### src/hw/dma_pkg.sv
`default_nettype none

package dma_pkg;

  typedef enum logic {
    OP_GET = 1'b0,
    OP_PUT = 1'b1
  } host_op_e;

  // descriptor word 0
  typedef enum logic [31:0] {
    DESC_MEMSET = 32'd0,
    DESC_COPY   = 32'd1
  } dma_op_e;

  typedef enum logic [2:0] {
    ST_IDLE    = 3'd0,
    ST_BUSY    = 3'd1,
    ST_DONE    = 3'd2,
    ST_ERROR   = 3'd3, // invalid opcode
    ST_ABORTED = 3'd4
  } dma_status_e;

  typedef enum logic [2:0] {
    S_IDLE,
    S_DESC_REQ,
    S_DESC_WAIT,
    S_RD_REQ,
    S_RD_WAIT,
    S_WR_REQ,
    S_WR_WAIT
  } dma_state_e;

  typedef struct packed {
    logic        valid;
    logic        write;
    logic [31:0] addr;
    logic [31:0] wdata;
  } dev_req_t;

  typedef struct packed {
    logic        valid;
    logic [31:0] rdata;
  } dev_rsp_t;

  typedef struct packed {
    logic        valid;
    host_op_e    opcode;
    logic [31:0] addr;
    logic [31:0] wdata;
  } host_req_t;

  typedef struct packed {
    logic        valid;
    logic [31:0] rdata;
  } host_rsp_t;

  typedef struct packed {
    logic        start;
    logic [31:0] desc_addr;
    logic        abort;
  } dma_cmd_t;

  typedef struct packed {
    dma_status_e status;
    logic [31:0] length;
    logic [31:0] src;
    logic [31:0] dst;
  } dma_info_t;

  // device port register map, byte offsets
  localparam logic [7:0] REG_CTRL   = 8'h00;
  localparam logic [7:0] REG_DESC   = 8'h04;
  localparam logic [7:0] REG_STATUS = 8'h08;
  localparam logic [7:0] REG_LENGTH = 8'h0C;
  localparam logic [7:0] REG_SRC    = 8'h10;
  localparam logic [7:0] REG_DST    = 8'h14;

  // descriptor layout, word offsets
  localparam logic [1:0] DESC_W_OP  = 2'd0;
  localparam logic [1:0] DESC_W_LEN = 2'd1;
  localparam logic [1:0] DESC_W_SRC = 2'd2; // pattern for memset
  localparam logic [1:0] DESC_W_DST = 2'd3;

endpackage

`default_nettype wire

### src/hw/dma_regs.sv
`timescale 1ns/1ps
`default_nettype none

module dma_regs (
  input  logic               clk_i,
  input  logic               rst_ni,
  input  dma_pkg::dev_req_t  dev_req_i,
  output dma_pkg::dev_rsp_t  dev_rsp_o,
  output dma_pkg::dma_cmd_t  cmd_o,
  input  dma_pkg::dma_info_t info_i
);
  import dma_pkg::*;

  logic        wr_en;
  logic        rd_en;
  logic [7:0]  offs;
  logic [31:0] rdata_d;
  logic [31:0] rdata_q;
  logic        rsp_valid_q;
  logic        start_q;
  logic        abort_q;
  logic [31:0] desc_q;

  assign offs  = dev_req_i.addr[7:0]; // upper address bits are not decoded
  assign wr_en = dev_req_i.valid && dev_req_i.write;
  assign rd_en = dev_req_i.valid && !dev_req_i.write;

  always_comb begin
    rdata_d = '0;
    if (rd_en) begin
      case (offs)
        REG_DESC:   rdata_d = desc_q;
        REG_STATUS: rdata_d = {29'b0, info_i.status};
        REG_LENGTH: rdata_d = info_i.length;
        REG_SRC:    rdata_d = info_i.src;
        REG_DST:    rdata_d = info_i.dst;
        default:    rdata_d = '0; // ctrl and unmapped
      endcase
    end
  end

  always_ff @(posedge clk_i or negedge rst_ni) begin
    if (!rst_ni) begin
      rsp_valid_q <= 1'b0;
      start_q     <= 1'b0;
      abort_q     <= 1'b0;
      desc_q      <= '0;
    end else begin
      rsp_valid_q <= dev_req_i.valid; // reads and writes both answered
      start_q     <= 1'b0;
      abort_q     <= 1'b0;
      if (wr_en && offs == REG_DESC) begin
        start_q <= 1'b1;
        desc_q  <= dev_req_i.wdata;
      end
      if (wr_en && offs == REG_CTRL && dev_req_i.wdata[0]) begin
        abort_q <= 1'b1;
      end
    end
  end

  always_ff @(posedge clk_i) begin
    rdata_q <= rdata_d;
  end

  assign dev_rsp_o = '{valid: rsp_valid_q, rdata: rdata_q};

  // desc_addr lands on the same edge as the start pulse
  assign cmd_o = '{start: start_q, desc_addr: desc_q, abort: abort_q};

  // the master leaves a gap cycle after every access
  a_req_spacing: assert property (@(posedge clk_i) disable iff (!rst_ni)
    dev_req_i.valid |=> !dev_req_i.valid);

endmodule

`default_nettype wire

### src/hw/dma_ctrl.sv
`timescale 1ns/1ps
`default_nettype none

module dma_ctrl (
  input  logic               clk_i,
  input  logic               rst_ni,
  input  dma_pkg::dma_cmd_t  cmd_i,
  output dma_pkg::dma_info_t info_o,
  output dma_pkg::host_req_t host_req_o,
  input  logic               host_ready_i,
  input  dma_pkg::host_rsp_t host_rsp_i
);
  import dma_pkg::*;

  dma_state_e  state_q;
  dma_status_e status_q;
  logic [1:0]  word_q;
  logic        pending_q;
  logic [31:0] len_q;
  logic [31:0] src_q;
  logic [31:0] dst_q;
  logic [31:0] desc_addr_q;
  dma_op_e     op_q;
  logic [31:0] rdata_q;

  logic        req_state;
  logic        hs;
  logic        op_ok;
  logic        last_word;
  logic [31:0] len_next;

  assign req_state = (state_q == S_DESC_REQ) || (state_q == S_RD_REQ) ||
                     (state_q == S_WR_REQ);
  assign hs        = host_req_o.valid && host_ready_i;
  assign op_ok     = (op_q == DESC_MEMSET) || (op_q == DESC_COPY);
  assign last_word = (len_q <= 32'd4);
  assign len_next  = last_word ? '0 : len_q - 32'd4;

  // request is built from registers only, so it holds while ready is low
  always_comb begin
    host_req_o.valid  = req_state && !pending_q; // wait out a stale response
    host_req_o.opcode = OP_GET;
    host_req_o.addr   = src_q;
    host_req_o.wdata  = '0;
    case (state_q)
      S_DESC_REQ: begin
        host_req_o.addr = desc_addr_q + {28'b0, word_q, 2'b00};
      end
      S_WR_REQ: begin
        host_req_o.opcode = OP_PUT;
        host_req_o.addr   = dst_q;
        host_req_o.wdata  = (op_q == DESC_COPY) ? rdata_q : src_q;
      end
      default: begin
      end
    endcase
  end

  always_ff @(posedge clk_i or negedge rst_ni) begin
    if (!rst_ni) begin
      state_q   <= S_IDLE;
      status_q  <= ST_IDLE;
      word_q    <= '0;
      pending_q <= 1'b0;
      len_q     <= '0;
      src_q     <= '0;
      dst_q     <= '0;
    end else begin
      if (hs) begin
        pending_q <= 1'b1;
      end else if (host_rsp_i.valid) begin
        pending_q <= 1'b0;
      end

      if (cmd_i.abort && state_q != S_IDLE) begin
        state_q  <= S_IDLE;
        status_q <= ST_ABORTED;
      end else begin
        case (state_q)
          S_IDLE: begin
            if (cmd_i.start) begin
              state_q  <= S_DESC_REQ;
              status_q <= ST_BUSY;
              word_q   <= '0;
            end
          end
          S_DESC_REQ: begin
            if (hs) state_q <= S_DESC_WAIT;
          end
          S_DESC_WAIT: begin
            if (host_rsp_i.valid) begin
              case (word_q)
                DESC_W_LEN: len_q <= host_rsp_i.rdata;
                DESC_W_SRC: src_q <= host_rsp_i.rdata;
                DESC_W_DST: dst_q <= host_rsp_i.rdata;
                default: begin // opcode goes to op_q
                end
              endcase
              if (word_q == DESC_W_DST) begin
                // opcode and length are already captured here
                if (!op_ok) begin
                  state_q  <= S_IDLE;
                  status_q <= ST_ERROR;
                end else if (len_q == '0) begin
                  state_q  <= S_IDLE;
                  status_q <= ST_DONE;
                end else if (op_q == DESC_COPY) begin
                  state_q <= S_RD_REQ;
                end else begin
                  state_q <= S_WR_REQ;
                end
              end else begin
                word_q  <= word_q + 2'd1;
                state_q <= S_DESC_REQ;
              end
            end
          end
          S_RD_REQ: begin
            if (hs) state_q <= S_RD_WAIT;
          end
          S_RD_WAIT: begin
            if (host_rsp_i.valid) state_q <= S_WR_REQ;
          end
          S_WR_REQ: begin
            if (hs) state_q <= S_WR_WAIT;
          end
          S_WR_WAIT: begin
            if (host_rsp_i.valid) begin
              len_q <= len_next;
              dst_q <= dst_q + 32'd4;
              if (op_q == DESC_COPY) src_q <= src_q + 32'd4; // memset keeps pattern
              if (last_word) begin
                state_q  <= S_IDLE;
                status_q <= ST_DONE;
              end else if (op_q == DESC_COPY) begin
                state_q <= S_RD_REQ;
              end else begin
                state_q <= S_WR_REQ;
              end
            end
          end
          default: begin
            state_q <= S_IDLE;
          end
        endcase
      end
    end
  end

  always_ff @(posedge clk_i) begin
    if (state_q == S_IDLE && cmd_i.start) begin
      desc_addr_q <= cmd_i.desc_addr;
    end
    if (state_q == S_DESC_WAIT && host_rsp_i.valid && word_q == DESC_W_OP) begin
      op_q <= dma_op_e'(host_rsp_i.rdata);
    end
    if (state_q == S_RD_WAIT && host_rsp_i.valid) begin
      rdata_q <= host_rsp_i.rdata; // copy data for the next put
    end
  end

  assign info_o = '{status: status_q, length: len_q, src: src_q, dst: dst_q};

  // stalled request must not change until the handshake
  a_req_stable: assert property (@(posedge clk_i) disable iff (!rst_ni)
    host_req_o.valid && !host_ready_i && !cmd_i.abort |=> $stable(host_req_o));

  // responses only for a request that went out
  a_no_stray_rsp: assert property (@(posedge clk_i) disable iff (!rst_ni)
    host_rsp_i.valid |-> pending_q);

  // status reports busy exactly while a job runs
  a_busy_matches_state: assert property (@(posedge clk_i) disable iff (!rst_ni)
    (state_q == S_IDLE) == (status_q != ST_BUSY));

endmodule

`default_nettype wire

### src/hw/dma_top.sv
`timescale 1ns/1ps
`default_nettype none

module dma_top (
  input  logic               clk_i,
  input  logic               rst_ni,

  input  dma_pkg::dev_req_t  dev_req_i,
  output dma_pkg::dev_rsp_t  dev_rsp_o,

  output dma_pkg::host_req_t host_req_o,
  input  logic               host_ready_i,
  input  dma_pkg::host_rsp_t host_rsp_i
);
  import dma_pkg::*;

  dma_cmd_t  cmd;  // start and abort pulses
  dma_info_t info;

  dma_regs u_regs (
    .clk_i     (clk_i),
    .rst_ni    (rst_ni),
    .dev_req_i (dev_req_i),
    .dev_rsp_o (dev_rsp_o),
    .cmd_o     (cmd),
    .info_i    (info)
  );

  dma_ctrl u_ctrl (
    .clk_i        (clk_i),
    .rst_ni       (rst_ni),
    .cmd_i        (cmd),
    .info_o       (info),
    .host_req_o   (host_req_o),
    .host_ready_i (host_ready_i),
    .host_rsp_i   (host_rsp_i)
  );

endmodule

`default_nettype wire

### config.mk
export PLATFORM = sky130hd
export DESIGN_NAME = dma_top
export DESIGN_NICKNAME = d
export VERILOG_FILES = /design/src/hw/dma_pkg.sv /design/src/hw/dma_regs.sv /design/src/hw/dma_ctrl.sv /design/src/hw/dma_top.sv
export SDC_FILE = /design/constraint.sdc
export NUM_CORES = 1
export LEC_CHECK = 0
export BUFFER_PORTS_ARGS = -buffer_cell sky130_fd_sc_hd__buf_4
export CAP_MARGIN = 5
export CORE_MARGIN = 2
export CORE_UTILIZATION = 25
export CTS_CLUSTER_SIZE = 8
export DETAILED_ROUTE_END_ITERATION = 8
export PLACE_DENSITY = 0.45
export SLEW_MARGIN = 40
export SYNTH_ARGS = -nofsm -noshare
export SYNTH_HDL_FRONTEND = slang
export SYNTH_SLANG_ARGS = --single-unit
### constraint.sdc
create_clock -name clk_i -period 4.4 [get_ports clk_i]
set_input_delay 0.22 -clock clk_i [delete_from_list [all_inputs] [get_ports clk_i]]
set_output_delay 0.22 -clock clk_i [all_outputs]
set_load 0.02 [all_outputs]
==> flow_results.xml, run 1 <==
<?xml version="1.0" encoding="UTF-8"?>
<metrics>
  <group name="timing">
    <metric name="finalSetupViolations" unit="">0</metric>
    <metric name="final.min_clock_period" unit="ns">3.524</metric>
    <metric name="clock-skew-final" unit="ns">0.01514</metric>
    <metric name="period_share" unit="%">80.09</metric>
    <metric name="slew_headroom" unit="%">39.00</metric>
    <metric name="max_clock_freq" unit="MHz">283.8</metric>
    <metric name="max_slew.worst_pin.slew" unit="ns">0.9117</metric>
    <metric name="final-max-slew-violation-count" unit="">0</metric>
    <metric name="fin_tns_setup" unit="ns">0</metric>
    <metric name="grt_setup_unrepaired" unit="">false</metric>
    <metric name="fin_hold_ws" unit="ns">0.05621</metric>
    <metric name="timing_hold_violations_final" unit="">0</metric>
  </group>
  <group name="critical_path">
    <metric name="worstSetupStartpoint" unit="">u_ctrl.word_q[1]</metric>
    <metric name="cp_top_family" unit="">simple AND/OR/NAND/NOR gates</metric>
    <metric name="buffers_inverters_on_critical_path" unit="">2</metric>
    <metric name="worstSetupEndpointType" unit="">output port</metric>
    <metric name="cp_slowest_cell" unit="">sky130_fd_sc_hd__dfrtp_1</metric>
    <metric name="worst_r2r_startpoint" unit="">u_ctrl.state_q[2]</metric>
    <metric name="cp_slowest_stage_delay" unit="ns">0.48</metric>
    <metric name="crit_path_start_kind" unit="">flop</metric>
    <metric name="timing.setup.critical_path_class" unit="">reg -&gt; out</metric>
    <metric name="cp_max_fo" unit="">9</metric>
    <metric name="path_cells" unit="">ha_1 &gt; a21oi_1 &gt; nor4_2 &gt; buf_4 &gt; nand3_1 &gt; o21ai_0 &gt; nor3b_1 &gt; o21ai_0 &gt; buf_4</metric>
    <metric name="critical_path_required" unit="ns">4.18</metric>
    <metric name="crit_arrival" unit="ns">3.30</metric>
  </group>
  <group name="clock_tree">
    <metric name="cts.path.max_buffers" unit="">3</metric>
    <metric name="cts_made_buffers" unit="">39</metric>
    <metric name="h_tree_depth_reported_by_cts" unit="">2</metric>
    <metric name="tritoncts_num_sinks" unit="">268</metric>
    <metric name="cts_tree" unit="">done</metric>
    <metric name="postCtsSetupBuffers" unit="">0</metric>
    <metric name="path_clk_slew" unit="ns">0.06</metric>
    <metric name="postCtsResizedCells" unit="">0</metric>
    <metric name="later_pin_clock_latency_in_the_skew_report" unit="ns">0.53</metric>
    <metric name="root_buffer" unit="">sky130_fd_sc_hd__clkbuf_16</metric>
    <metric name="cts_hold_buffers" unit="">69</metric>
  </group>
  <group name="detailed_routing">
    <metric name="detailedRoute.firstIterationViolations" unit="">923</metric>
    <metric name="wirelength" unit="um">53170</metric>
    <metric name="drt-pass1-iter-count" unit="">5</metric>
    <metric name="vias" unit="">12640</metric>
    <metric name="drc" unit="">0</metric>
    <metric name="post_drt_via_cell_ratio" unit="">5.106</metric>
    <metric name="average_wire_per_standard_cell" unit="um">21.48</metric>
    <metric name="route.antenna.remaining_nets" unit="">0</metric>
  </group>
  <group name="power_and_ir_drop">
    <metric name="p_per_area" unit="mW/mm^2">558.5</metric>
    <metric name="ir_worst_vdd" unit="V">0.0002708</metric>
    <metric name="p_leak" unit="nW">7.294</metric>
    <metric name="power" unit="mW">10.24</metric>
  </group>
  <group name="min_path">
    <metric name="hold_path_startpoint" unit="">dev_req_i[33]</metric>
    <metric name="hold_class" unit="">in -&gt; reg</metric>
  </group>
  <group name="cells_and_area">
    <metric name="multi_input_area" unit="mm^2">0.006854</metric>
    <metric name="area.growth.synth_to_final" unit="%">28.07</metric>
    <metric name="final_design_area_excluding_fillers" unit="mm^2">0.01834</metric>
    <metric name="final.fill_count" unit="">5821</metric>
    <metric name="fin_util" unit="%">32.45</metric>
    <metric name="num-nets-final" unit="">1807</metric>
    <metric name="insertedDiodeCount" unit="">0</metric>
    <metric name="final_layout_size_suffix_gt1_share" unit="%">18.21</metric>
    <metric name="seqCellArea" unit="mm^2">0.007027</metric>
  </group>
  <group name="die">
    <metric name="rows" unit="">87</metric>
    <metric name="floorplan.die_area" unit="mm^2">0.05919</metric>
    <metric name="floorplan.die.width" unit="um">243.3</metric>
    <metric name="io_pins" unit="">201</metric>
    <metric name="initial_core_util" unit="%">25.34</metric>
    <metric name="die_y" unit="um">243.3</metric>
    <metric name="core_region_area" unit="mm^2">0.05650</metric>
  </group>
  <group name="grt">
    <metric name="grt_pass1_vias" unit="">12380</metric>
    <metric name="gr-total-overflow" unit="">0</metric>
    <metric name="antenna_found_initial" unit="">0</metric>
    <metric name="grt_pass1_wl" unit="um">80180</metric>
    <metric name="grt_max_degree" unit="">93</metric>
    <metric name="global_route.usage.total" unit="%">17.64</metric>
  </group>
  <group name="placed_design">
    <metric name="place.detailed.hpwl" unit="um">38690</metric>
    <metric name="dpl_cell_area" unit="mm^2">0.01648</metric>
    <metric name="port_buf_inserts" unit="">176</metric>
    <metric name="final_weighted_congestion_of_routability_driven_global_placement" unit="">0.8859</metric>
  </group>
  <group name="yosys">
    <metric name="synth.yosys.warnings" unit="">0</metric>
    <metric name="most_repeated_cell_in_the_gate_level_netlist_after_synthesis" unit="">sky130_fd_sc_hd__nand2_1</metric>
    <metric name="synth-seq-area-share" unit="%">49.08</metric>
    <metric name="synth_enable_flop_cells" unit="">96</metric>
    <metric name="netlist-cell-type-count" unit="">72</metric>
    <metric name="mappedNetlistArea" unit="mm^2">0.01432</metric>
    <metric name="syn_avg_cell_area" unit="um^2">9.628</metric>
    <metric name="synth_commonest_cells" unit="">sky130_fd_sc_hd__nand2_1, sky130_fd_sc_hd__dfrtp_1, sky130_fd_sc_hd__o21ai_0, sky130_fd_sc_hd__a21oi_1, sky130_fd_sc_hd__edfxtp_1</metric>
    <metric name="ys_async_sr_fraction" unit="%">52.24</metric>
    <metric name="most_frequently_used_flop_master_after_synthesis" unit="">sky130_fd_sc_hd__dfrtp_1</metric>
    <metric name="synth_cells" unit="">1487</metric>
    <metric name="synth_area_leaders" unit="">sky130_fd_sc_hd__dfrtp_1, sky130_fd_sc_hd__edfxtp_1, sky130_fd_sc_hd__mux2i_1, sky130_fd_sc_hd__nand2_1, sky130_fd_sc_hd__dfxtp_1</metric>
    <metric name="yosys_register_bits" unit="">268</metric>
    <metric name="post_synthesis_net_count" unit="">1600</metric>
    <metric name="netlist.area_leader.share" unit="%">24.47</metric>
    <metric name="synth_largest_area_cell" unit="">sky130_fd_sc_hd__dfrtp_1</metric>
  </group>
  <group name="status">
    <metric name="status" unit="">finished clean</metric>
  </group>
  <group name="run">
    <metric name="maxCapViolCount" unit="">0</metric>
  </group>
</metrics>
==> final timing paths <==
| check | to | slack (ns) | cells after the start |
|---|---|---|---|
| max | host_req_o[53] | 0.88 | 9 |
| min | u_regs.abort_q | 0.06 | 4 |
| max reg2reg | u_ctrl.dst_q[24] | 1.35 | 8 |
| min reg2reg | u_ctrl.desc_addr_q[24] | 0.47 | 0 |
| max in group asynchronous | u_ctrl.src_q[25] | 3.61 | 3 |
| min in group asynchronous | u_regs.desc_q[1] | 0.13 | 2 |
==> logic make-up (layout without fill, tap and decap cells) <==
logic type,Yosys count,after routing,synth area share (%)
AND/OR/NAND/NOR,515,515,17.86
flip-flops,268,268,49.08
AO/OA/AOI/OAI,421,421,18.40
adder cells (fa/ha/maj),11,11,1.014
multiplexers,119,119,8.652
XOR/XNOR,24,24,1.468
buffers and inverters,129,361,3.522
==> worst min-delay path, delay by kind of cell <==
family	cells	cell delay [ns]
buf+inv	1	0.07
simple gates	3	0.25
==> flip-flops by register name, indices dropped and copies added (netlist names) <==
signal,cells
u_ctrl.desc_addr_q,32
u_ctrl.dst_q,32
u_ctrl.len_q,32
u_ctrl.op_q,32
u_ctrl.pending_q,1
u_ctrl.rdata_q,32
u_ctrl.src_q,32
u_ctrl.state_q,3
u_ctrl.status_q,3
u_ctrl.word_q,2
u_regs.abort_q,1
u_regs.desc_q,32
u_regs.rdata_q,32
u_regs.rsp_valid_q,1
u_regs.start_q,1
==> report_power, final <==
group	internal (mW)	switching (mW)
clock network	1.72	1.11
logic	1.32	2.10
registers	3.08	0.903
==> cell type report <==
class	count	share of cell area [%]
Clock buffer	66	6.162
Inverter	18	0.3685
Multi-Input combinational cell	1090	37.38
Sequential cell	268	38.32
Tap cell	756	5.159
Timing Repair Buffer	277	12.60
==> layout by cell type, fill, tap and decap left out, types with 16 or more instances in the layout <==
cell | netlist | routed
sky130_fd_sc_hd__clkbuf_16 | 0 | 41
sky130_fd_sc_hd__o21ai_0 | 128 | 126
sky130_fd_sc_hd__nand2_1 | 195 | 194
sky130_fd_sc_hd__mux2i_1 | 81 | 81
sky130_fd_sc_hd__dfrtp_1 | 140 | 140
sky130_fd_sc_hd__a22o_1 | 20 | 20
sky130_fd_sc_hd__mux2_2 | 38 | 38
sky130_fd_sc_hd__nand3_1 | 34 | 34
sky130_fd_sc_hd__dlygate4sd3_1 | 0 | 69
sky130_fd_sc_hd__edfxtp_1 | 96 | 96
sky130_fd_sc_hd__and2_1 | 37 | 37
sky130_fd_sc_hd__inv_1 | 17 | 17
sky130_fd_sc_hd__nor4_1 | 24 | 24
sky130_fd_sc_hd__nand4_1 | 21 | 21
sky130_fd_sc_hd__dfxtp_1 | 32 | 32
sky130_fd_sc_hd__a2bb2oi_1 | 16 | 16
sky130_fd_sc_hd__and3_1 | 20 | 20
sky130_fd_sc_hd__nor3_1 | 44 | 44
sky130_fd_sc_hd__o22ai_1 | 51 | 51
sky130_fd_sc_hd__buf_4 | 2 | 202
sky130_fd_sc_hd__clkbuf_1 | 79 | 24
sky130_fd_sc_hd__nor2_1 | 77 | 74
sky130_fd_sc_hd__xnor2_1 | 20 | 20
sky130_fd_sc_hd__a21oi_1 | 102 | 101
==> through the flow <==
stage / std cells / worst slack, ns
2_1_floorplan: 1487 / 0.5197
3_3_place_gp: 2337 / 1.355
3_5_place_dp: 2339 / 1.307
4_1_cts: 2474 / 0.8746
5_1_grt: 2475 / 0.7319
6_report: 2475 / 0.8761
==> metal layers <==
layer | track usage (%) | vias up | routed length (um)
met5 | 0 | - | 0
met4 | 5.016 | 0 | 1272
met3 | 2.842 | 70 | 2896
met2 | 26.41 | 445 | 23180
met1 | 26.03 | 6167 | 25830
li1 | - | 5955 | -
No activity file was read; power rests on OpenSTA's default activity.
==> inputs of run 2 (changes only) <==
==> constraint.sdc (replaced) <==
create_clock -name clk_i -period 3.59 [get_ports clk_i]
set_input_delay 0.1795 -clock clk_i [delete_from_list [all_inputs] [get_ports clk_i]]
set_output_delay 0.1795 -clock clk_i [all_outputs]
set_load 0.02 [all_outputs]
==> run 2 against run 1 <==
Compared with the run above: critical path depth is the same; sequential power is 22% higher; utilization increased by 0.21 points; sequential share of layout area fell by 0.25 points; first-iteration DRC count shrank 3.5%; cell area increased by 0.65%; power is 24% higher; via count barely moved; register-to-register slack worse by 0.69 ns; non-clock buffer count increased by 15; hold slack better by 0.068 ns; global-route usage barely moved.
==> flow_results.xml, run 2 (synthesis gave the netlist of run 1 again) <==
<?xml version="1.0" encoding="UTF-8"?>
<metrics>
  <group name="timing">
    <metric name="finalSetupViolations" unit="">0</metric>
    <metric name="max_slew.worst_pin.slew" unit="ns">0.7946</metric>
    <metric name="fin_tns_setup" unit="ns">0</metric>
    <metric name="clock-skew-final" unit="ns">0.01216</metric>
    <metric name="final-max-slew-violation-count" unit="">0</metric>
    <metric name="max_clock_freq" unit="MHz">298.2</metric>
    <metric name="slew_headroom" unit="%">46.83</metric>
    <metric name="final.min_clock_period" unit="ns">3.354</metric>
    <metric name="grt_setup_unrepaired" unit="">false</metric>
    <metric name="period_share" unit="%">93.42</metric>
    <metric name="timing_hold_violations_final" unit="">0</metric>
  </group>
  <group name="clock_tree">
    <metric name="later_pin_clock_latency_in_the_skew_report" unit="ns">0.55</metric>
    <metric name="h_tree_depth_reported_by_cts" unit="">2</metric>
    <metric name="cts.path.max_buffers" unit="">3</metric>
    <metric name="cts_made_buffers" unit="">39</metric>
    <metric name="tritoncts_num_sinks" unit="">268</metric>
    <metric name="path_clk_slew" unit="ns">0.05</metric>
    <metric name="cts_tree" unit="">done</metric>
    <metric name="postCtsSetupBuffers" unit="">0</metric>
    <metric name="root_buffer" unit="">sky130_fd_sc_hd__clkbuf_16</metric>
  </group>
  <group name="detailed_routing">
    <metric name="drc" unit="">0</metric>
    <metric name="average_wire_per_standard_cell" unit="um">21.44</metric>
    <metric name="wirelength" unit="um">53470</metric>
    <metric name="drt-pass1-iter-count" unit="">5</metric>
    <metric name="vias" unit="">12640</metric>
    <metric name="route.antenna.remaining_nets" unit="">0</metric>
    <metric name="detailedRoute.firstIterationViolations" unit="">891</metric>
    <metric name="post_drt_via_cell_ratio" unit="">5.066</metric>
  </group>
  <group name="critical_path">
    <metric name="cp_top_family" unit="">compound AO/OA/AOI/OAI gates</metric>
    <metric name="cp_slowest_cell" unit="">sky130_fd_sc_hd__o21ai_0</metric>
    <metric name="crit_arrival" unit="ns">3.17</metric>
    <metric name="buffers_inverters_on_critical_path" unit="">2</metric>
    <metric name="cp_max_fo" unit="">6</metric>
    <metric name="crit_path_start_kind" unit="">flop</metric>
    <metric name="r2r-end" unit="">u_ctrl.dst_q[24]</metric>
    <metric name="worst_r2r_startpoint" unit="">u_ctrl.state_q[1]</metric>
    <metric name="timing.setup.critical_path_class" unit="">reg -&gt; out</metric>
    <metric name="critical_path_required" unit="ns">3.41</metric>
    <metric name="path_cells" unit="">ha_1 &gt; fa_1 &gt; nand3_1 &gt; buf_4 &gt; or3_1 &gt; a21oi_1 &gt; a21oi_1 &gt; o21ai_0 &gt; buf_4</metric>
    <metric name="rr_worst_depth" unit="">7</metric>
    <metric name="ff2ff_setup_slack" unit="ns">0.66</metric>
    <metric name="cp_slowest_stage_delay" unit="ns">0.49</metric>
    <metric name="worstSetupEndpointType" unit="">output port</metric>
  </group>
  <group name="power_and_ir_drop">
    <metric name="p_per_area" unit="mW/mm^2">685.7</metric>
    <metric name="p_leak" unit="nW">7.374</metric>
    <metric name="power.share.clock" unit="%">27.9</metric>
    <metric name="ir_worst_vdd" unit="V">0.0002888</metric>
    <metric name="cellInternalPower" unit="mW">7.574</metric>
    <metric name="switchingPower" unit="mW">5.080</metric>
    <metric name="sw_share" unit="%">40.15</metric>
    <metric name="pwr-share-seq" unit="%">38.4</metric>
    <metric name="share_comb_of_total_power" unit="%">33.7</metric>
  </group>
  <group name="grt">
    <metric name="global_route.usage.total" unit="%">17.68</metric>
    <metric name="grt_pass1_vias" unit="">12480</metric>
    <metric name="grt_max_degree" unit="">83</metric>
    <metric name="grt_pass1_wl" unit="um">80010</metric>
    <metric name="antenna_found_initial" unit="">0</metric>
    <metric name="gr-total-overflow" unit="">0</metric>
  </group>
  <group name="placed_design">
    <metric name="numPlacedInstances" unit="">2354</metric>
    <metric name="place.detailed.hpwl" unit="um">39150</metric>
    <metric name="port_buf_inserts" unit="">176</metric>
    <metric name="final_weighted_congestion_of_routability_driven_global_placement" unit="">0.8894</metric>
    <metric name="dpl_cell_area" unit="mm^2">0.01660</metric>
  </group>
  <group name="cells_and_area">
    <metric name="num-nets-final" unit="">1822</metric>
    <metric name="final_design_area_excluding_fillers" unit="mm^2">0.01845</metric>
    <metric name="final_common_cell" unit="">sky130_fd_sc_hd__buf_4</metric>
    <metric name="final_layout_size_suffix_gt1_share" unit="%">18.70</metric>
    <metric name="area.growth.synth_to_final" unit="%">28.90</metric>
    <metric name="insertedDiodeCount" unit="">0</metric>
    <metric name="fin_util" unit="%">32.66</metric>
    <metric name="mostFrequentLayoutCells" unit="">sky130_fd_sc_hd__buf_4, sky130_fd_sc_hd__nand2_1, sky130_fd_sc_hd__dfrtp_1</metric>
    <metric name="final.fill_count" unit="">5805</metric>
    <metric name="finalNonFillerCells" unit="">2494</metric>
  </group>
  <group name="status">
    <metric name="status" unit="">finished clean</metric>
  </group>
  <group name="min_path">
    <metric name="holdPathStages" unit="">3</metric>
    <metric name="endpoint_worst_hold" unit="">u_ctrl.src_q[0]</metric>
    <metric name="hold_class" unit="">in -&gt; reg</metric>
    <metric name="hold_path_startpoint" unit="">host_rsp_i[32]</metric>
  </group>
  <group name="die">
    <metric name="floorplan.die_area" unit="mm^2">0.05919</metric>
    <metric name="die_y" unit="um">243.3</metric>
    <metric name="io_pins" unit="">201</metric>
    <metric name="floorplan.die.width" unit="um">243.3</metric>
    <metric name="rows" unit="">87</metric>
    <metric name="initial_core_util" unit="%">25.34</metric>
    <metric name="core_region_area" unit="mm^2">0.05650</metric>
  </group>
  <group name="run">
    <metric name="maxCapViolCount" unit="">0</metric>
  </group>
</metrics>
run 2: changes by cell type in the layout (fill, tap and decap cells not counted), sizes merged:
cell | before | now
dlygate4sd3 | 69 | 70
buf | 208 | 222
clkbuf | 66 | 70
run 2: how the worst max path moves through the flow:
stage / from / end / slack, ns / cells past startpoint
floorplan: u_ctrl.state_q[2] / u_ctrl.desc_addr_q[0] / 0.85 / 4
global placement: u_ctrl.word_q[1] / host_req_o[51] / 0.66 / 9
detailed placement: u_ctrl.word_q[1] / host_req_o[51] / 0.63 / 9
CTS: u_ctrl.word_q[1] / host_req_o[51] / 0.01 / 9
global route: u_ctrl.word_q[1] / host_req_o[51] / 0.03 / 9
finish: u_ctrl.word_q[0] / host_req_o[42] / 0.24 / 9
run 2: through the flow:
| step | setup slack, ns | total power, mW | hold slack [ns] |
|---|---|---|---|
| after floorplan | 0.8486 | 7.057 | -0.1161 |
| after global placement | 0.6606 | 8.995 | 0.3116 |
| after detailed placement | 0.6287 | 9.072 | 0.2536 |
| after CTS | 0.01289 | 12.75 | 0.1010 |
| after global routing | 0.02528 | 13.37 | 0.1191 |
| final | 0.2361 | 12.65 | 0.1237 |
run 2: timing repair:
| item | CTS | global route |
|---|---|---|
| resized for setup | 0 | 1 |
| hold buffers | 70 | 0 |
| setup endpoints to repair | 0 | 2 |
| hold endpoints to repair | 202 | 0 |
run 2: cell type report:
class	count	area (um^2)	area share [%]
Inverter	18	67.56	0.3661
Sequential cell	268	7027	38.08
Clock buffer	70	1145	6.204
Timing Repair Buffer	292	2407	13.04
Multi-Input combinational cell	1090	6862	37.18
Tap cell	756	945.9	5.126
run 2: routing by layer:
metal	track usage, %	up-vias	wire (um)
met1	26.11	6166	26530
met4	6.694	0	1666
met2	25.83	407	22700
li1	-	5981	-
met3	2.655	81	2578
met5	0	-	0
run 2: worst register-to-register path, stage by stage, from the launching register on:
cell and delay (ns):
sky130_fd_sc_hd__dfrtp_1 0.67, sky130_fd_sc_hd__nand2b_1 0.28, sky130_fd_sc_hd__nor2_4 0.21, sky130_fd_sc_hd__buf_4 0.49, sky130_fd_sc_hd__nand2_1 0.32, sky130_fd_sc_hd__nor4_1 0.58
sky130_fd_sc_hd__nor3_1 0.11, sky130_fd_sc_hd__a41oi_1 0.17
run 2: power by group through the flow:
stage / sequential [mW] / combinational [mW] / clock, mW
final: 4.86 / 4.26 / 3.54
after global routing: 4.96 / 4.63 / 3.78
after CTS: 4.82 / 4.28 / 3.65
after detailed placement: 4.87 / 4.20 / 0
after global placement: 4.85 / 4.14 / 0
after floorplan: 4.28 / 2.77 / 0
==> inputs of run 3 (changes only) <==
--- a/config.mk
+++ b/config.mk
@@ -5,13 +5,15 @@
 export SDC_FILE = /design/constraint.sdc
 export NUM_CORES = 1
 export LEC_CHECK = 0
+export ABC_AREA = 1
 export BUFFER_PORTS_ARGS = -buffer_cell sky130_fd_sc_hd__buf_4
 export CAP_MARGIN = 5
 export CORE_MARGIN = 2
-export CORE_UTILIZATION = 25
+export CORE_UTILIZATION = 55
 export CTS_CLUSTER_SIZE = 8
 export DETAILED_ROUTE_END_ITERATION = 8
-export PLACE_DENSITY = 0.45
+export PLACE_DENSITY = 0.81
+export RECOVER_POWER = 50
 export SLEW_MARGIN = 40
 export SYNTH_ARGS = -nofsm -noshare
 export SYNTH_HDL_FRONTEND = slang
==> run 3 against run 2 <==
Compared with the run above: the run now ends with capacitance limit, slew limit left; count of clock-buffer cells in the layout down 5; non-clock buffer count shrank 22; first-iteration DRC count is 98% higher; highest routed layer unchanged; clock power is 5% lower; sequential share of layout area increased by 0.79 points; clock skew increased by 0.012 ns; wire length down 0.95%; area after synthesis up 3.9%; power rose by 2.2%; via count increased by 20%.
==> flow_results.xml, run 3 <==
<?xml version="1.0" encoding="UTF-8"?>
<metrics>
  <group name="status">
    <metric name="status" unit="">finished, violations left</metric>
    <metric name="failing_checks" unit="">capacitance limit, slew limit</metric>
  </group>
  <group name="timing">
    <metric name="grt_setup_unrepaired" unit="">false</metric>
    <metric name="max_clock_freq" unit="MHz">304.8</metric>
    <metric name="finalSetupViolations" unit="">0</metric>
    <metric name="timing_hold_violations_final" unit="">0</metric>
    <metric name="slew_headroom" unit="%">-87.20</metric>
    <metric name="max_slew.worst_pin.slew" unit="ns">2.808</metric>
    <metric name="setup_ws" unit="ns">0.3092</metric>
    <metric name="final.min_clock_period" unit="ns">3.281</metric>
    <metric name="period_share" unit="%">91.39</metric>
    <metric name="fin_tns_setup" unit="ns">0</metric>
    <metric name="final-max-slew-violation-count" unit="">78</metric>
    <metric name="clock-skew-final" unit="ns">0.02377</metric>
  </group>
  <group name="yosys">
    <metric name="synth_area_leaders" unit="">sky130_fd_sc_hd__dfrtp_1, sky130_fd_sc_hd__edfxtp_1, sky130_fd_sc_hd__nand2_1, sky130_fd_sc_hd__nor2_1, sky130_fd_sc_hd__inv_1</metric>
    <metric name="yosys_register_bits" unit="">268</metric>
    <metric name="synth_enable_flop_cells" unit="">96</metric>
    <metric name="synth.yosys.warnings" unit="">0</metric>
    <metric name="synth_top_family_by_area" unit="">simple AND/OR/NAND/NOR gates</metric>
    <metric name="synth_mux_area_share" unit="%">0</metric>
    <metric name="ys_async_sr_fraction" unit="%">52.24</metric>
    <metric name="synth_xor_area_share" unit="%">2.061</metric>
    <metric name="syn_avg_cell_area" unit="um^2">7.420</metric>
    <metric name="synth-simple-area-share" unit="%">28.64</metric>
    <metric name="post_synthesis_net_count" unit="">2118</metric>
    <metric name="mappedNetlistArea" unit="mm^2">0.01488</metric>
    <metric name="most_repeated_cell_in_the_gate_level_netlist_after_synthesis" unit="">sky130_fd_sc_hd__nand2_1</metric>
    <metric name="netlist.area_leader.share" unit="%">23.55</metric>
    <metric name="adder_cell_share_of_the_synthesized_area" unit="%">0.9756</metric>
    <metric name="netlist-cell-type-count" unit="">43</metric>
    <metric name="synth_largest_area_cell" unit="">sky130_fd_sc_hd__dfrtp_1</metric>
    <metric name="synth_area_in_compound_gates" unit="%">13.87</metric>
    <metric name="synth_cells" unit="">2005</metric>
    <metric name="synth_commonest_cells" unit="">sky130_fd_sc_hd__nand2_1, sky130_fd_sc_hd__nor2_1, sky130_fd_sc_hd__inv_1, sky130_fd_sc_hd__dfrtp_1, sky130_fd_sc_hd__a21oi_1</metric>
    <metric name="most_frequently_used_flop_master_after_synthesis" unit="">sky130_fd_sc_hd__dfrtp_1</metric>
    <metric name="synth-seq-area-share" unit="%">47.23</metric>
  </group>
  <group name="critical_path">
    <metric name="cp_slowest_stage_delay" unit="ns">0.46</metric>
    <metric name="cp_max_fo" unit="">4</metric>
    <metric name="crit_arrival" unit="ns">3.10</metric>
    <metric name="path_cells" unit="">ha_1 &gt; fa_1 &gt; nand3_1 &gt; nor2_1 &gt; nand3_1 &gt; nor2_1 &gt; nand3_1 &gt; nor2_1 &gt; nor2_1 &gt; o21bai_1 &gt; buf_4</metric>
    <metric name="critical_path_required" unit="ns">3.41</metric>
    <metric name="crit_path_start_kind" unit="">flop</metric>
    <metric name="cp_slowest_cell" unit="">sky130_fd_sc_hd__dfrtp_1</metric>
    <metric name="worstSetupEndpointType" unit="">output port</metric>
    <metric name="most_frequent_cell_on_critical_path" unit="">sky130_fd_sc_hd__nor2_1</metric>
    <metric name="timing.setup.critical_path_class" unit="">reg -&gt; out</metric>
  </group>
  <group name="clock_tree">
    <metric name="later_pin_clock_latency_in_the_skew_report" unit="ns">0.52</metric>
    <metric name="root_buffer" unit="">sky130_fd_sc_hd__clkbuf_16</metric>
    <metric name="path_clk_slew" unit="ns">0.05</metric>
    <metric name="h_tree_depth_reported_by_cts" unit="">2</metric>
    <metric name="cts_tree" unit="">done</metric>
    <metric name="postCtsResizedCells" unit="">0</metric>
    <metric name="tritoncts_num_sinks" unit="">268</metric>
    <metric name="cts.path.max_buffers" unit="">3</metric>
    <metric name="cts_made_buffers" unit="">39</metric>
    <metric name="postCtsSetupBuffers" unit="">0</metric>
  </group>
  <group name="cells_and_area">
    <metric name="final_common_cell" unit="">sky130_fd_sc_hd__nand2_1</metric>
    <metric name="mostFrequentLayoutCells" unit="">sky130_fd_sc_hd__nand2_1, sky130_fd_sc_hd__nor2_1, sky130_fd_sc_hd__inv_1</metric>
    <metric name="multi_input_area" unit="mm^2">0.006804</metric>
    <metric name="fin_util" unit="%">67.64</metric>
    <metric name="finalNonFillerCells" unit="">2612</metric>
    <metric name="final.fill_count" unit="">2294</metric>
    <metric name="area.growth.synth_to_final" unit="%">21.51</metric>
    <metric name="seqCellArea" unit="mm^2">0.007027</metric>
    <metric name="num-nets-final" unit="">2358</metric>
    <metric name="insertedDiodeCount" unit="">0</metric>
    <metric name="final_layout_size_suffix_gt1_share" unit="%">9.247</metric>
  </group>
  <group name="detailed_routing">
    <metric name="drt-met1-wl" unit="um">21490</metric>
    <metric name="dr.max_layer_used" unit="">met4</metric>
    <metric name="wirelength" unit="um">52960</metric>
    <metric name="wl_met3" unit="um">5935</metric>
    <metric name="drc" unit="">0</metric>
    <metric name="drt-pass1-iter-count" unit="">6</metric>
    <metric name="detailedRoute.firstIterationViolations" unit="">1763</metric>
    <metric name="post_drt_via_cell_ratio" unit="">5.792</metric>
    <metric name="average_wire_per_standard_cell" unit="um">20.28</metric>
    <metric name="route.antenna.remaining_nets" unit="">0</metric>
    <metric name="met2_length" unit="um">23720</metric>
    <metric name="vias" unit="">15130</metric>
  </group>
  <group name="run">
    <metric name="maxCapViolCount" unit="">2</metric>
  </group>
  <group name="die">
    <metric name="io_pins" unit="">201</metric>
    <metric name="initial_core_util" unit="%">55.66</metric>
    <metric name="floorplan.die_area" unit="mm^2">0.02838</metric>
    <metric name="core_region_area" unit="mm^2">0.02673</metric>
    <metric name="die_y" unit="um">168.5</metric>
    <metric name="rows" unit="">60</metric>
    <metric name="floorplan.die.width" unit="um">168.5</metric>
  </group>
  <group name="power_and_ir_drop">
    <metric name="switchingPower" unit="mW">5.482</metric>
    <metric name="sw_share" unit="%">42.40</metric>
    <metric name="share_comb_of_total_power" unit="%">38.6</metric>
    <metric name="p_leak" unit="nW">7.867</metric>
    <metric name="power" unit="mW">12.93</metric>
    <metric name="cellInternalPower" unit="mW">7.448</metric>
    <metric name="power.share.clock" unit="%">26.1</metric>
    <metric name="pwr-share-seq" unit="%">35.3</metric>
    <metric name="ir_worst_vdd" unit="V">0.0004338</metric>
    <metric name="p_per_area" unit="mW/mm^2">715.3</metric>
  </group>
  <group name="placed_design">
    <metric name="port_buf_inserts" unit="">176</metric>
    <metric name="final_weighted_congestion_of_routability_driven_global_placement" unit="">0.9938</metric>
    <metric name="place.detailed.hpwl" unit="um">38450</metric>
    <metric name="place_worst_setup_slack" unit="ns">0.9560</metric>
    <metric name="numPlacedInstances" unit="">2473</metric>
  </group>
  <group name="grt">
    <metric name="gr-total-overflow" unit="">0</metric>
    <metric name="global_route.usage.total" unit="%">36.99</metric>
    <metric name="grt_max_degree" unit="">98</metric>
    <metric name="antenna_found_initial" unit="">0</metric>
    <metric name="grt_pass1_vias" unit="">14390</metric>
    <metric name="grt_pass1_wl" unit="um">80360</metric>
  </group>
  <group name="min_path">
    <metric name="hold_class" unit="">in -&gt; reg</metric>
  </group>
</metrics>
-- run 3: changes by cell type after synthesis, sizes merged, moves of 28 or more --
cell | before | now
and2 | 38 | 2
nor2 | 77 | 323
nand2 | 195 | 550
clkbuf | 79 | 46
nand3 | 34 | 112
mux2i | 81 | 0
mux2 | 38 | 0
xor2 | 4 | 32
inv | 17 | 202
-- run 3: area by class of cell --
cell class	instances	share of cell area, %
Sequential cell	268	38.87
Multi-Input combinational cell	1462	37.64
Timing Repair Buffer	270	10.88
Clock buffer	65	5.939
Inverter	204	4.236
Tap cell	341	2.360
Clock inverter	2	0.07614
-- run 3: power groups by stage --
stage | combinational [mW] | sequential, mW | clock [mW]
global placement | 4.65 | 4.55 | 0
finish | 4.99 | 4.57 | 3.38
global route | 5.40 | 4.63 | 3.50
CTS | 4.85 | 4.52 | 3.36
detailed placement | 4.76 | 4.56 | 0
floorplan | 3.05 | 4.35 | 0
-- run 3: logic make-up (layout without fill, tap and decap cells) --
kind of cell,after synthesis,after routing
XOR/XNOR,35,35
adder cells (fa/ha/maj),11,11
AO/OA/AOI/OAI,362,362
buffers and inverters,275,541
AND/OR/NAND/NOR,1054,1054
flip-flops,268,268
-- run 3: timing repair --
item,4_1_cts,5_1_grt
setup endpoints to repair,0,0
hold buffers,71,0
endpoints found under the hold margin,195,0
-- run 3: worst paths after layout --
check	start	end	slack, ns	cells past startpoint
max	u_ctrl.word_q[0]	host_req_o[58]	0.31	11
min	host_ready_i	u_ctrl.state_q[0]	0.15	6
max reg2reg	u_ctrl.state_q[1]	u_ctrl.src_q[30]	0.86	8
min reg2reg	u_regs.desc_q[21]	u_ctrl.desc_addr_q[21]	0.47	0
max in group asynchronous	rst_ni	u_ctrl.dst_q[19]	0.80	4
min in group asynchronous	rst_ni	u_regs.desc_q[0]	1.11	2
-- run 3: per-stage QoR --
step                      hold WS [ns]  instance area (um^2)
final                           0.1461                 18080
after global routing            0.2124                 18080
after CTS                       0.1385                 18320
after detailed placement        0.2700                 16520
after global placement          0.3071                 16510
after floorplan                -0.1161                 14880
-- run 3: worst max-delay path: cells and delay by family (launching register included) --
family	cells	cell delay [ns]
fa+ha+maj	2	0.45
compound gates	1	0.20
buf+inv	1	0.19
flops	1	0.46
simple gates	7	1.28
-- run 3: routing by layer --
| metal | track usage, % | vias to the layer above |
|---|---|---|
| li1 | - | 7109 |
| met1 | 50.67 | 7043 |
| met2 | 59.22 | 871 |
| met3 | 7.833 | 105 |
| met4 | 11.96 | 0 |
| met5 | 0 | - |
